==> src/rtl/bp_consts.svh <==
`ifndef BP_CONSTS_SVH
`define BP_CONSTS_SVH

// Global history length, also the global table index width
`define BP_HIST_BITS 10

// Number of global table entries
`define BP_HIST_ENTRIES (1 << `BP_HIST_BITS)

// Word address bits used to index the local and choice tables
`define BP_LOCAL_BITS 10

// Lowest address bit used for indexing (word aligned)
`define BP_LOCAL_LSB 2

// Number of local and choice table entries
`define BP_LOCAL_ENTRIES (1 << `BP_LOCAL_BITS)

// Global and local counters start weakly not taken
`define BP_CTR_INIT 2'b01

// Choice counters start weakly preferring global
`define BP_CHOICE_INIT 2'b10

`endif

==> src/rtl/bpPkg.sv <==
`default_nettype none

package bpPkg;

    // Primary opcode field, instr[31:26]
    typedef enum logic [5:0] {
        OP_OTHER  = 6'b000000, // Anything that is not a conditional branch
        OP_REGIMM = 6'b000001,
        OP_BEQ    = 6'b000100,
        OP_BNE    = 6'b000101,
        OP_BLEZ   = 6'b000110,
        OP_BGTZ   = 6'b000111
    } opcodeE;

    // rt field of REGIMM, instr[20:16]
    typedef enum logic [4:0] {
        RT_BLTZ   = 5'b00000,
        RT_BGEZ   = 5'b00001,
        RT_BLTZAL = 5'b10000,
        RT_BGEZAL = 5'b10001
    } regimmE;

    typedef logic [1:0] counterT; // MSB is the predicted direction

    // Saturating step toward 3 when up is set, toward 0 otherwise
    function automatic counterT ctrNext(counterT ctr, logic up);
        counterT result;
        if (up) begin
            result = (ctr == 2'b11) ? ctr : ctr + 2'd1;
        end else begin
            result = (ctr == 2'b00) ? ctr : ctr - 2'd1;
        end
        return result;
    endfunction

endpackage

`default_nettype wire

==> src/rtl/bpIf.sv <==
`timescale 1ns/10ps
`default_nettype none

interface bpIf;

    logic [31:0] lookupPc;          // Address of the instruction being predicted
    logic [31:0] resolvePc;         // Address of the branch being resolved
    logic        updateValid;       // One cycle training strobe
    logic        resolveTaken;      // Actual outcome
    logic        globalCorrect;
    logic        localCorrect;
    logic        flush;
    logic        globalPred;
    logic        localPred;
    logic        useGlobal;         // Chooser selects the global component
    logic        globalResolvePred;
    logic        localResolvePred;

    modport ctrl (
        output lookupPc, resolvePc, updateValid, resolveTaken,
        output globalCorrect, localCorrect, flush,
        input  globalPred, localPred, useGlobal, globalResolvePred, localResolvePred
    );

    // Names avoid the global and local keywords
    modport globalTable (
        input  updateValid, resolveTaken, flush,
        output globalPred, globalResolvePred
    );

    modport localTable (
        input  lookupPc, resolvePc, updateValid, resolveTaken,
        output localPred, localResolvePred
    );

    modport choice (
        input  lookupPc, resolvePc, updateValid, globalCorrect, localCorrect,
        output useGlobal
    );

endinterface

`default_nettype wire

==> src/rtl/globalPredictor.sv <==
`timescale 1ns/10ps
`default_nettype none

`include "bp_consts.svh"

module globalPredictor (
    input  wire logic CLK,
    input  wire logic RESET,
    bpIf.globalTable  bus
);

    logic [`BP_HIST_BITS-1:0] history; // Most recent outcome in bit 0
    bpPkg::counterT           pht [`BP_HIST_ENTRIES];

    // Both reads follow the current history
    assign bus.globalPred        = pht[history][1];
    assign bus.globalResolvePred = pht[history][1];

    // Counter training
    always_ff @(posedge CLK or negedge RESET) begin
        if (!RESET) begin
            for (int i = 0; i < `BP_HIST_ENTRIES; i++) begin
                pht[i] <= `BP_CTR_INIT;
            end
        end else if (bus.updateValid) begin
            pht[history] <= bpPkg::ctrNext(pht[history], bus.resolveTaken);
        end
    end

    // Flush wins over the shift, training above still happens
    always_ff @(posedge CLK or negedge RESET) begin
        if (!RESET) begin
            history <= '0;
        end else if (bus.flush) begin
            history <= '0;
        end else if (bus.updateValid) begin
            history <= {history[`BP_HIST_BITS-2:0], bus.resolveTaken};
        end
    end

endmodule

`default_nettype wire

==> src/flat_wrapper.sv <==
// flat-port wrapper written by rule: the top's interface ports become plain ports
module globalPredictor_flat 
  (CLK, RESET, bus_updateValid, bus_resolveTaken, bus_flush, bus_globalPred, bus_globalResolvePred);
  bpIf bus_i ();
  input  wire logic CLK;
  input  wire logic RESET;
  input wire logic [$bits(bus_i.updateValid)-1:0] bus_updateValid;
  input wire logic [$bits(bus_i.resolveTaken)-1:0] bus_resolveTaken;
  input wire logic [$bits(bus_i.flush)-1:0] bus_flush;
  output wire logic [$bits(bus_i.globalPred)-1:0] bus_globalPred;
  output wire logic [$bits(bus_i.globalResolvePred)-1:0] bus_globalResolvePred;
  assign bus_i.updateValid = bus_updateValid;
  assign bus_i.resolveTaken = bus_resolveTaken;
  assign bus_i.flush = bus_flush;
  assign bus_globalPred = bus_i.globalPred;
  assign bus_globalResolvePred = bus_i.globalResolvePred;
  globalPredictor u_core (.CLK(CLK), .RESET(RESET), .bus(bus_i));
endmodule
==> config.mk <==
export PLATFORM = sky130hd
export DESIGN_NAME = globalPredictor_flat
export DESIGN_NICKNAME = d
export VERILOG_FILES = /design/src/rtl/bpPkg.sv /design/src/rtl/bpIf.sv /design/src/rtl/globalPredictor.sv /design/src/flat_wrapper.sv
export VERILOG_INCLUDE_DIRS = /design/src /design/src/rtl
export SDC_FILE = /design/constraint.sdc
export NUM_CORES = 2
export LEC_CHECK = 0
export BUFFER_PORTS_ARGS = -buffer_cell sky130_fd_sc_hd__buf_2
export CAP_MARGIN = 25
export CORE_MARGIN = 5
export CORE_UTILIZATION = 57
export CTS_BUF_LIST = sky130_fd_sc_hd__clkbuf_16
export CTS_CLUSTER_DIAMETER = 200
export DETAILED_ROUTE_END_ITERATION = 12
export HOLD_SLACK_MARGIN = 0.03
export PLACE_DENSITY = 0.76
export SLEW_MARGIN = 40
export SYNTH_ARGS = -nofsm -noshare
export SYNTH_HDL_FRONTEND = slang
export SYNTH_SLANG_ARGS = --single-unit
export TNS_END_PERCENT = 100
==> constraint.sdc <==
create_clock -name CLK -period 7.2 [get_ports CLK]
set_clock_uncertainty 0.05 [all_clocks]
set_input_delay 0.72 -clock CLK [delete_from_list [all_inputs] [get_ports CLK]]
set_output_delay 0.72 -clock CLK [all_outputs]
set_load 0.05 [all_outputs]
== Yosys cells after proc, flatten, opt, wreduce, memory -nomap -nowiden ==
Cells that the tools add are included.
Storage, ports and cells
  word-level logic and storage cells: 1046
  register bits after elaboration: 2058
  input port bits: 5
  output and inout bits: 2
Operators by class
  reduce and logical (&&, ||, !) cells: 3
  mux-type cells: 12
  eq/ne operators: 1
  bitwise gates (word level): 1
  add/subtract/negate cells: 2
  magnitude comparators: 2
Operator list (count)
  bitwise mux 2048 bit: 1
  binary-select mux 2 bit (select 10 bit): 1
  demux 2 bit (select 10 bit): 1
  two-way mux 10 bit: 2
  two-way mux 2 bit: 7
  >= comparator 11 bit (second input constant): 1
  < comparator 11 x 1 -> 1 bit (second input constant): 1
  NOT 10 -> 11 bit: 1
  adder 2 x 1 -> 2 bit (second input constant): 1
  == test 2 bit (second input constant): 1
  zero test 2 bit: 1
  nonzero test 2 bit: 1
  subtractor 2 x 1 -> 2 bit (second input constant): 1
  logical AND 1 bit: 1

== Logic depth before layout (Yosys ltp) ==
  word-level depth: 9
  mapped depth: 17
  mapped depth without buffers: 9

== Worst setup path before layout ==
No wires, ideal clock.
  path kind: reg2out
  start point: reg u_core.history[1]
  end point: out bus_globalResolvePred
  stages on the path, launching flop included: 14
  buffers on the path: 5
  arrival time: 3.240 ns
  required time: 6.430 ns
  slack: 3.190 ns
  cells stage by stage: dfrtp_1 -> buf_2 -> buf_2 -> buf_1 -> mux2i_1 -> o22ai_1 -> nor4_1 -> nand2_1 -> o2111ai_1 -> o31ai_1 -> or4_1 -> clkbuf_1 -> or2_2 -> buf_4
On the way
  longest elaborated chain between the ends: 4
RTL lines
  start: declaration: RTL line globalPredictor.sv:12  | logic [`BP_HIST_BITS-1:0] history;
  start signal: assignment: RTL line globalPredictor.sv:37  | history <= {history[`BP_HIST_BITS-2:0], bus.resolveTaken};
  NOT 10 -> 11 bit
  binary-select mux 2 bit (select 10 bit)
  two-way mux 2 bit (2 in a row)
  end: declaration: RTL line flat_wrapper.sv:11  | output wire logic [$bits(bus_i.globalResolvePred)-1:0] bus_globalResolvePred;
Every way passes these cells. The select of a mux whose other input is x is not followed.

== Worst setup path in the final report ==
  start point: reg u_core.history[1]
  end point: out bus_globalResolvePred
On the way
  longest elaborated chain between the ends: 4
RTL lines
  NOT 10 -> 11 bit (not written as such): RTL line globalPredictor.sv:17  | assign bus.globalResolvePred = pht[history][1];
  binary-select mux 2 bit (select 10 bit): RTL line globalPredictor.sv:17
  two-way mux 2 bit (not written as such) (2 in a row): RTL line globalPredictor.sv:17
Every way passes these cells. The select of a mux whose other input is x is not followed.

==> results.md <==
- Critical path arrival: 5750 ps
- Initial core utilization: 57.1%
- Hold Fails Final Rpt: 0
- Crit path kind: reg -> out
- Slew Limit Fails: 0
- CTS resizes: 0
- WP data required: 6430 ps
- Dominant register cell in the synthesized netlist: dfrtp_1
- Outcome: completed
- Mapped Nets: 9,534
- Fraction of layout cells with a size suffix above 1: 24.9%
- GRT overflow: 0
- Tmin final: 6520 ps
- Synth top area share: 25.8%
- Post-synth EDFFs: 0
- Initial antenna violation count: 6
- Sequential element share of the synthesized area: 50.7%
- Root buffer cell: clkbuf_16
- # IOs: 7
- Post-Layout Cell Count: 11,216
- Worst hold path type: in -> reg
- # rows: 157
- # nets final: 8,659
- Critical Path Most Common Cell: buf_12
- Total Routing Usage GR: 33.4%
- CTS buffer count: 203
- Clk pwr share: 41.4%
- Cells after DPL: 10,826
- Internal: 17,600 uW
- Detail Route Antenna Nets: 0
- Syn avg cell area: 10.9 um2
- Sw frac: 28.4%
- Vias in the first global route: 79,669
- MaxCap Viol Count: 0
- Sw power: 6970 uW
- Synthesized flop and latch total: 2,058
- Worst-Skew Late Latency: 870 ps
- GPL Wtd Cong: 0.855
- Setup Fix Bufs, Post-CTS: 0
- Achievable Freq: 153 MHz
- Critical Path Sink Type: output port
- Vias: 84,361
- LEAKAGE: 0.0391 uW
- Drt total wl: 332,000 um
- Yosys warning total: 0
- Drt pass-1 iters: 8
- Post-DP HPWL: 173,000 um
- Syn Inst Count: 9,529
- CP max FO: 48
- Die height: 438 um
- Max transition margin: 31.5%
- CP max stage cell: dfrtp_4
- Via density: 7.52
- Comb pwr share: 11.1%
- Clk buf depth: 3
- Detailed Route Iter0 Violations: 12,678
- Post-synth ARST share: 100%
- Clock Sink Count: 2,058
- Power Dens Cells: 218 nW/um2
- Area grow syn2layout: 7.85%
- Largest cells by area after synthesis: dfstp_2 (26%), dfrtp_1 (25%), mux2i_1 (9.6%)
- Input/output buffers: 6
- Core area: 182,000 um2
- First-pass GRT wire length: 499,000 um
- Max VDD drop: 307 uV
- Worst path max stage delay: 980 ps
- Die W: 438 um
- Worst-margin pin slew: 1030 ps
- RSZ-0062 raised after global routing: false
- Type of origin of the critical path: register
- Tot Pwr: 24,500 uW
- Filler cells: 13,952
- H-tree level count: 4
- Mapped cell area: 104,000 um2
- Final setup viols: 0
- DRC viols: 0
- Clock transition at the registers of the reported paths: 60 ps
- Sequential share of power: 47.4%
- TritonCTS clock tree: built
- Routed WL per cell: 29.6 um
- Die ar.: 191,000 um2
- Post-synthesis cell type count: 56
- Most frequent cells in the layout: o21ai_0 (1,052), dfrtp_1 (1,029), a21oi_1 (1,027)
- Largest net degree at the start of global routing: 189
- Worst path cell trace: buf_12 -> buf_12 -> buf_12 -> mux2i_1 -> o21ai_0 -> nor3_1 -> a31oi_1 -> nand4_1 -> nand3_1 -> or2_2 -> buf_2
- Dominant cell type by area after synthesis: dfstp_2
- Setup_tns: 0 ps
- Tcrit/Tclk final: 90.6%
- Commonest non-fill, non-tap cell in the layout: o21ai_0
metal layers:
metal,vias up,GRT usage (%),share of wire [%],routed length (um)
li1,35725,-,-,-
met1,42372,44.4,38,127000
met2,5007,50.6,45,149000
met3,1255,7.55,10,34700
met4,2,19.0,6.5,21800
met5,-,0,0.0021,7
critical path, delay by kind of cell (launching register included):
| family | cells | cell delay, ps |
|---|---|---|
| AND/OR/NAND/NOR | 4 | 1290 |
| multiplexers | 1 | 180 |
| buffers and inverters | 4 | 1440 |
| flip-flops | 1 | 980 |
| AO/OA/AOI/OAI | 2 | 890 |
final cells by class:
cell class | count | area [um2] | area share, %
antenna | 8 | 20.0 | 0.0178
multi-input combinational | 6083 | 46300 | 41.2
clock inverter | 167 | 1050 | 0.935
inverter | 3 | 11.3 | 0.0100
clock buffer | 207 | 5180 | 4.61
timing repair buffer | 305 | 4040 | 3.60
sequential | 2058 | 52800 | 47.0
tap | 2385 | 2980 | 2.66
cells in the mapped netlist (all sizes together) (3+ instances only):
master and count:
a211oi 5, a21oi 1027, a22oi 6, a31oi 8, a41oi 1024, and2 7, buf 518, clkbuf 867
dfrtp 1034, dfstp 1024, inv 3, mux2i 996, mux4 22, nand2 101, nand2b 4, nand3 16
nand3b 4, nand4 10, nand4b 4, nand4bb 6, nor2 107, nor2b 3, nor3 43, nor3b 6
nor4 93, o2111ai 22, o211ai 4, o21ai 1053, o22a 18, o22ai 441, o31ai 1027, or2 4
or4b 4
per-stage QoR:
step | area (um2) | hold slack, ps | util [%] | setup WS, ps
floorplan | 104000 | 374 | - | 3190
global placement | 105000 | 439 | 57.3 | 1410
detailed placement | 106000 | 446 | 58.0 | 1400
CTS | 112000 | 143 | 61.4 | 841
global route | 112000 | 165 | 61.6 | 582
finish | 112000 | 167 | 61.6 | 678
repair_timing:
| item | 4_1_cts | 5_1_grt |
|---|---|---|
| hold buffers | 1 | 0 |
| endpoints found under the hold margin | 5 | 0 |
| endpoints found under the setup margin | 0 | 0 |
cells by family after synthesis:
group / synth area share [%]
compound gates: 31.1
flops: 50.7
buf+inv: 6.05
mux: 10.1
simple gates: 2.07
worst paths after layout:
kind	from	to	slack [ps]	cells past startpoint
min	bus_flush	u_core.history[3]	170	2
max reg2reg	u_core.history[1]	u_core.pht[1796]	1250	13
min in group asynchronous	RESET	u_core.pht[1059]	490	2
max	u_core.history[1]	bus_globalResolvePred	680	11
min reg2reg	u_core.pht[1023]	u_core.pht[1023]	460	2
max in group asynchronous	RESET	u_core.pht[386]	4630	5
registers in the layout (all words and copies together) (netlist names):
register,count
u_core.history,10
u_core.pht,2048
power by group through the flow:
stage | Sequential (uW) | Combinational [uW] | Clock, uW
2_1_floorplan | 11800 | 2120 | 0
3_3_place_gp | 11800 | 2590 | 0
3_5_place_dp | 11800 | 2650 | 0
4_1_cts | 11600 | 2650 | 10200
5_1_grt | 11600 | 2860 | 10700
6_report | 11600 | 2730 | 10200
Power figures use the tool's default switching activity.
