==> config.mk <==
export PLATFORM = sky130hd
export DESIGN_NAME = predictorCtrl_flat
export DESIGN_NICKNAME = d
export VERILOG_FILES = /design/src/rtl/bp_consts.svh /design/src/rtl/bpPkg.sv /design/src/rtl/bpIf.sv /design/src/rtl/predictorCtrl.sv /design/src/flat_wrapper.sv
export SDC_FILE = /design/constraint.sdc
export NUM_CORES = 1
export LEC_CHECK = 0
export ABC_CLOCK_PERIOD_IN_PS = 800
export BUFFER_PORTS_ARGS = -buffer_cell sky130_fd_sc_hd__buf_2
export CORE_AREA = 2 2 69 71
export CTS_CLUSTER_DIAMETER = 200
export DETAILED_ROUTE_END_ITERATION = 12
export DIE_AREA = 0 0 71 73
export PLACE_DENSITY = 0.63
export RECOVER_POWER = 25
export SYNTH_ARGS = -nofsm -noshare
export SYNTH_HDL_FRONTEND = slang
export SYNTH_SLANG_ARGS = --single-unit
export TNS_END_PERCENT = 1
==> constraint.sdc <==
create_clock -name CLK -period 0.8 [get_ports CLK]
set_clock_uncertainty 0.15 [all_clocks]
set_input_delay 0.16 -clock CLK [delete_from_list [all_inputs] [get_ports CLK]]
set_output_delay 0.16 -clock CLK [all_outputs]
set_load 0.01 [all_outputs]
==> src/rtl/bp_consts.svh <==
`ifndef BP_CONSTS_SVH
`define BP_CONSTS_SVH

// Global history length, also the global table index width
`define BP_HIST_BITS 10

// Number of global table entries
`define BP_HIST_ENTRIES (1 << `BP_HIST_BITS)

// Word address bits used to index the local and choice tables
`define BP_LOCAL_BITS 10

// Lowest address bit used for indexing (word aligned)
`define BP_LOCAL_LSB 2

// Number of local and choice table entries
`define BP_LOCAL_ENTRIES (1 << `BP_LOCAL_BITS)

// Global and local counters start weakly not taken
`define BP_CTR_INIT 2'b01

// Choice counters start weakly preferring global
`define BP_CHOICE_INIT 2'b10

`endif

==> src/rtl/bpPkg.sv <==
`default_nettype none

package bpPkg;

    // Primary opcode field, instr[31:26]
    typedef enum logic [5:0] {
        OP_OTHER  = 6'b000000, // Anything that is not a conditional branch
        OP_REGIMM = 6'b000001,
        OP_BEQ    = 6'b000100,
        OP_BNE    = 6'b000101,
        OP_BLEZ   = 6'b000110,
        OP_BGTZ   = 6'b000111
    } opcodeE;

    // rt field of REGIMM, instr[20:16]
    typedef enum logic [4:0] {
        RT_BLTZ   = 5'b00000,
        RT_BGEZ   = 5'b00001,
        RT_BLTZAL = 5'b10000,
        RT_BGEZAL = 5'b10001
    } regimmE;

    typedef logic [1:0] counterT; // MSB is the predicted direction

    // Saturating step toward 3 when up is set, toward 0 otherwise
    function automatic counterT ctrNext(counterT ctr, logic up);
        counterT result;
        if (up) begin
            result = (ctr == 2'b11) ? ctr : ctr + 2'd1;
        end else begin
            result = (ctr == 2'b00) ? ctr : ctr - 2'd1;
        end
        return result;
    endfunction

endpackage

`default_nettype wire

==> src/rtl/bpIf.sv <==
`timescale 1ns/10ps
`default_nettype none

interface bpIf;

    logic [31:0] lookupPc;          // Address of the instruction being predicted
    logic [31:0] resolvePc;         // Address of the branch being resolved
    logic        updateValid;       // One cycle training strobe
    logic        resolveTaken;      // Actual outcome
    logic        globalCorrect;
    logic        localCorrect;
    logic        flush;
    logic        globalPred;
    logic        localPred;
    logic        useGlobal;         // Chooser selects the global component
    logic        globalResolvePred;
    logic        localResolvePred;

    modport ctrl (
        output lookupPc, resolvePc, updateValid, resolveTaken,
        output globalCorrect, localCorrect, flush,
        input  globalPred, localPred, useGlobal, globalResolvePred, localResolvePred
    );

    // Names avoid the global and local keywords
    modport globalTable (
        input  updateValid, resolveTaken, flush,
        output globalPred, globalResolvePred
    );

    modport localTable (
        input  lookupPc, resolvePc, updateValid, resolveTaken,
        output localPred, localResolvePred
    );

    modport choice (
        input  lookupPc, resolvePc, updateValid, globalCorrect, localCorrect,
        output useGlobal
    );

endinterface

`default_nettype wire

==> src/rtl/predictorCtrl.sv <==
`timescale 1ns/10ps
`default_nettype none

module predictorCtrl (
    input  wire logic        CLK,
    input  wire logic        RESET,
    input  wire logic        FLUSH,
    input  wire logic        instrValid,
    input  wire logic [31:0] instr,
    input  wire logic [31:0] instrAddr,
    input  wire logic        resolveValid,
    input  wire logic [31:0] resolvePc,
    input  wire logic        resolveTaken,
    output logic             taken,
    bpIf.ctrl                bus
);

    bpPkg::opcodeE opcode;
    logic          isBranch;
    logic          predNext;

    // Collapse every non-branch opcode onto OTHER
    always_comb begin
        case (instr[31:26])
            bpPkg::OP_REGIMM,
            bpPkg::OP_BEQ,
            bpPkg::OP_BNE,
            bpPkg::OP_BLEZ,
            bpPkg::OP_BGTZ: opcode = bpPkg::opcodeE'(instr[31:26]);
            default:        opcode = bpPkg::OP_OTHER;
        endcase
    end

    always_comb begin
        case (opcode)
            bpPkg::OP_REGIMM: begin
                case (instr[20:16]) // Only the four REGIMM branches count
                    bpPkg::RT_BLTZ,
                    bpPkg::RT_BGEZ,
                    bpPkg::RT_BLTZAL,
                    bpPkg::RT_BGEZAL: isBranch = 1'b1;
                    default:          isBranch = 1'b0;
                endcase
            end
            bpPkg::OP_BEQ,
            bpPkg::OP_BNE,
            bpPkg::OP_BLEZ,
            bpPkg::OP_BGTZ: isBranch = 1'b1;
            default:        isBranch = 1'b0;
        endcase
    end

    assign predNext = isBranch & (bus.useGlobal ? bus.globalPred : bus.localPred);

    always_ff @(posedge CLK or negedge RESET) begin
        if (!RESET) begin
            taken <= 1'b0;
        end else if (FLUSH) begin
            taken <= 1'b0;
        end else if (instrValid) begin
            taken <= predNext; // Held until the next lookup
        end
    end

    // Update path is purely combinational, tables write on this edge
    assign bus.lookupPc      = instrAddr;
    assign bus.resolvePc     = resolvePc;
    assign bus.updateValid   = resolveValid;
    assign bus.resolveTaken  = resolveTaken;
    assign bus.flush         = FLUSH;
    assign bus.globalCorrect = (bus.globalResolvePred == resolveTaken);
    assign bus.localCorrect  = (bus.localResolvePred == resolveTaken);

endmodule

`default_nettype wire

==> src/flat_wrapper.sv <==
// flat-port wrapper written by rule: the top's interface ports become plain ports
module predictorCtrl_flat 
  (CLK, RESET, FLUSH, instrValid, instr, instrAddr, resolveValid, resolvePc, resolveTaken, taken, bus_lookupPc, bus_resolvePc, bus_updateValid, bus_resolveTaken, bus_globalCorrect, bus_localCorrect, bus_flush, bus_globalPred, bus_localPred, bus_useGlobal, bus_globalResolvePred, bus_localResolvePred);
  bpIf bus_i ();
  input  wire logic CLK;
  input  wire logic RESET;
  input  wire logic FLUSH;
  input  wire logic instrValid;
  input  wire logic [31:0] instr;
  input  wire logic [31:0] instrAddr;
  input  wire logic resolveValid;
  input  wire logic [31:0] resolvePc;
  input  wire logic resolveTaken;
  output logic taken;
  output wire logic [$bits(bus_i.lookupPc)-1:0] bus_lookupPc;
  output wire logic [$bits(bus_i.resolvePc)-1:0] bus_resolvePc;
  output wire logic [$bits(bus_i.updateValid)-1:0] bus_updateValid;
  output wire logic [$bits(bus_i.resolveTaken)-1:0] bus_resolveTaken;
  output wire logic [$bits(bus_i.globalCorrect)-1:0] bus_globalCorrect;
  output wire logic [$bits(bus_i.localCorrect)-1:0] bus_localCorrect;
  output wire logic [$bits(bus_i.flush)-1:0] bus_flush;
  input wire logic [$bits(bus_i.globalPred)-1:0] bus_globalPred;
  input wire logic [$bits(bus_i.localPred)-1:0] bus_localPred;
  input wire logic [$bits(bus_i.useGlobal)-1:0] bus_useGlobal;
  input wire logic [$bits(bus_i.globalResolvePred)-1:0] bus_globalResolvePred;
  input wire logic [$bits(bus_i.localResolvePred)-1:0] bus_localResolvePred;
  assign bus_lookupPc = bus_i.lookupPc;
  assign bus_resolvePc = bus_i.resolvePc;
  assign bus_updateValid = bus_i.updateValid;
  assign bus_resolveTaken = bus_i.resolveTaken;
  assign bus_globalCorrect = bus_i.globalCorrect;
  assign bus_localCorrect = bus_i.localCorrect;
  assign bus_flush = bus_i.flush;
  assign bus_i.globalPred = bus_globalPred;
  assign bus_i.localPred = bus_localPred;
  assign bus_i.useGlobal = bus_useGlobal;
  assign bus_i.globalResolvePred = bus_globalResolvePred;
  assign bus_i.localResolvePred = bus_localResolvePred;
  predictorCtrl u_core (.CLK(CLK), .RESET(RESET), .FLUSH(FLUSH), .instrValid(instrValid), .instr(instr), .instrAddr(instrAddr), .resolveValid(resolveValid), .resolvePc(resolvePc), .resolveTaken(resolveTaken), .taken(taken), .bus(bus_i));
endmodule
=== Yosys cells after proc, flatten, opt, wreduce, memory -nomap -nowiden ===
Index checks and enable logic that the tools add are counted.

* Output and inout bits: 70
* Word-level logic and storage cells: 28
* Register bits: 1

* Reduce and logical (&&, ||, !) cells: 5
* Bitwise operators: 1
* Mux-type cells: 6
* Eq/ne operators: 15

{| class="wikitable"
|+ Operator list
! cell !! number
|-
| $eq 6x3->1 const B || 8
|-
| $eq 6x1->1 const B || 2
|-
| $eq 5x5->1 const B || 2
|-
| $reduce_or 4->1 || 2
|-
| $mux 6 || 1
|-
| $eq 5x1->1 const B || 1
|-
| $logic_not 5->1 || 1
|-
| $reduce_or 5->1 || 1
|-
| $mux 1 || 4
|-
| $eq 1x1->1 || 2
|-
| $pmux 1 s2 || 1
|-
| $reduce_bool 2->1 || 1
|-
| $and 1x1->1 || 1
|}

=== Depth between registers and ports, before layout ===
* Depth after elaboration: 9
* Gate-level depth with buffers: 3
* Mapped depth without buffers: 3

=== Worst setup path after synthesis ===
No wires, ideal clock.

* Path type: input to register
* Start: input bus_useGlobal
* End: register u_core.taken
* Arrival: 593 ps
* Buffers on the path: 0
* Setup slack: -65 ps
* Setup time: 122 ps
* Stages: 3
* Data required time: 528 ps
* Cell sequence: mux2_1 -> nand3_1 -> o31ai_2

* Longest elaborated chain between the ends: 4

{| class="wikitable"
|+ RTL lines
! item !! RTL line !! RTL
|-
| start: declaration || flat_wrapper.sv:24 || <nowiki>input wire logic [$bits(bus_i.useGlobal)-1:0] bus_useGlobal;</nowiki>
|-
| $mux 1 || predictorCtrl.sv:53 || <nowiki>assign predNext = isBranch & (bus.useGlobal ? bus.globalPred : bus.localPred);</nowiki>
|-
| $and 1x1->1 || predictorCtrl.sv:53 ||
|-
| $mux 1 || predictorCtrl.sv:60 || <nowiki>end else if (instrValid) begin</nowiki>
|-
| $mux 1 || predictorCtrl.sv:58 || <nowiki>end else if (FLUSH) begin</nowiki>
|-
| end signal: assignment || predictorCtrl.sv:61 || <nowiki>taken <= predNext;</nowiki>
|-
| end: declaration || predictorCtrl.sv:14 || <nowiki>output logic taken,</nowiki>
|}

Every way passes these cells. The select of a mux whose other input is x is not followed.
A chain may end at the register's enable or synchronous reset.

=== Final worst setup path ===
Same ends and word-level chain as after synthesis.

==> impl_summary.log <==
INFO  metric post-cts-setup-buffer-count = 0
INFO  metric layout-drive-gt1-share = 86.1%
INFO  metric netlist.area_leader.share = ~83%
INFO  metric syn_inst = just under 80
INFO  metric layout.nets = 145
INFO  metric core_region_area = 4540 um2
INFO  metric globalplace.congestion = 0.527
INFO  metric synth.ff_latch_count = 1
INFO  metric diodes = 0
INFO  metric run_status = finished with violations
INFO  metric postRouteWirelength = 1.16 mm
INFO  metric flip_flop_count_of_the_largest_register_all_copies_and_words_added = 1
INFO  metric avg_inst_size_synth = 7.70 um2
INFO  metric largest_register = u_core.taken
INFO  metric reg2reg_depth = 2
INFO  metric grt_use_total = around 3.4%
INFO  metric setup-violations-final = 4
INFO  metric worst_slew_margin_rel = 87.8%
INFO  metric holdPathStages = 0
INFO  metric synthesis_warnings = 0
INFO  metric vias_per_cell = about 3
INFO  metric critical_path_arrival = roughly 730 ps
INFO  metric timing.critical_path.fanout_max = 1
INFO  metric post-layout-total-power = 197 uW
INFO  metric die_area = roughly 5200 um2
INFO  metric achievable-frequency = 1020 MHz
INFO  metric wire_length_per_cell_after_detailed_routing = approximately 13 um
INFO  metric portBuffers = 23
INFO  metric globalRouteOverflowTotal = 0
INFO  metric critPathRequiredTime = between 500 and 600 ps
INFO  metric fp.dieW = 71 um
INFO  metric drt_drc_violations_left = 0
INFO  metric final_hold_viol_count = 0
INFO  metric power-per-cell-area = roughly 520 nW/um2
INFO  metric multi_input_comb_area = roughly 120 um2
INFO  metric worst_hold_startpoint = instrAddr[19]
INFO  metric drv_slew = 0
INFO  metric min_path_type = in -> out
INFO  metric final_util = 8.33%
INFO  metric synth.top_cells.by_area = buf_4, dfrtp_1, xnor2_1
INFO  metric nets_in_the_synthesized_netlist = 186
INFO  metric drtAntennaViolNets = 0
INFO  metric critical_path_launch_point = bus_useGlobal
INFO  metric timing_worst_slew_pin_value = 182 ps
INFO  metric clkTransAtPathRegs = 0 ps
INFO  metric boundaryPins = 177
INFO  metric period_minus_slack = 979 ps
INFO  metric leakagePower = 0.166 nW
INFO  metric failed_checks = negative setup slack
INFO  metric synth_seq_area_share = between 4 and 5%
INFO  metric vdd_drop_max = just under 80 uV
INFO  metric cp-end-kind = register
INFO  metric synth_cell_types = 11
INFO  metric antenna_found_initial = 0
INFO  metric max-cap-violations = 0
INFO  metric initial_core_util = 13.4%
INFO  metric synth.cell_area = 608 um2
INFO  metric seq_area = 25.0 um2
INFO  metric synth_top_area_cell = buf_4
INFO  metric insertion_delay = 0 ps
INFO  metric worst-setup-path-type = in -> reg
INFO  metric grt_pass1_vias = around 270
INFO  metric top_regs = u_core.taken (1)
INFO  metric postLayoutSetupSlackWorst = -179 ps
INFO  metric first_iter_violations = 0
INFO  metric rsz0062_at_grt = true
INFO  metric detailedRoute.firstPassIterationCount = 1
INFO  metric final.fill_count = 528
INFO  metric fp.dieH = 73 um
INFO  metric num_vias = about 280
INFO  metric fin_crit_sh = 122%
INFO  metric cp-start-kind = input pin
INFO  metric grt_start_max_net_pins = 4
INFO  metric reg2reg_from = u_core.taken
INFO  metric rows = 25
INFO  metric area_delta_synth_final = -37.9%
INFO  metric grt_first_pass_wirelength = 1.40 mm
cell type report:
cell class	instances	area share [%]
multi-input cells	11	31.5
flip-flops and latches	1	6.62
well taps	54	17.9
repair buffers	24	44.0
per-layer routing:
metal / wire length [um] / up-vias / GRT usage [%]
li1: - / 91 / -
met1: 214 / 106 / 1.90
met2: 492 / 46 / 5.50
met3: 252 / 34 / 1.66
met4: 204 / 0 / 6.50
met5: 0 / - / 0
stage by stage:
stage / instances / area, um2 / setup WS [ps] / hold slack [ps] / TNS (ps)
global route: 90 / 378 / -225 / 170 / -357
detailed placement: 89 / 288 / -247 / -210 / -406
finish: 90 / 378 / -179 / 170 / -261
floorplan: 79 / 608 / -50.6 / -286 / -50.6
CTS: 90 / 367 / -202 / 170 / -298
global placement: 89 / 288 / -209 / -214 / -338
what timing repair did:
item / in CTS / in global routing
gates resized for setup: 12 / 2
pin swaps: 6 / 2
hold endpoints to repair: 1 / 0
endpoints found under the setup margin: 4 / 4
hold buffers: 1 / 0
cells in the mapped netlist (all sizes together):
master   n
o31ai    1
mux2     1
nand2    1
nor3b    1
nor2     2
xnor2    2
dfrtp    1
nand3    1
buf     67
nor3     1
a21oi    1
cells by family after synthesis:
| group | share of synthesized area (%) |
|---|---|
| mux | 1.85 |
| xor+xnor | 2.88 |
| compound gates | 2.88 |
| buf+inv | 82.7 |
| simple gates | 5.55 |
| flops | 4.11 |
cells in the final DEF (no fill, tap or decap), drive strengths merged:
cell type / instances
dlygate4sd3: 1
dfrtp: 1
nand2: 1
buf: 23
nor3: 1
xnor2: 2
a21oi: 1
o31ai: 1
nor3b: 1
nor2: 2
nand3: 1
mux2: 1
worst paths after layout:
check                              endpoint  slack, ps
setup / recovery               u_core.taken       -180
hold reg to reg                u_core.taken        340
max in group asynchronous      u_core.taken         70
min in group asynchronous      u_core.taken        350
hold / removal             bus_lookupPc[19]        170
setup reg to reg               u_core.taken         30
power breakdown:
group,switching [mW],internal [mW],total (mW)
combinational,0.0534,0.0913,0.145
sequential,0.000249,0.0520,0.0522
clock,0,0,0
worst max-delay path: stages:
cell and delay, ps:
buf_6 90, mux2_4 190, nand3_2 70, o31ai_2 220
Power figures use the tool's default switching activity.
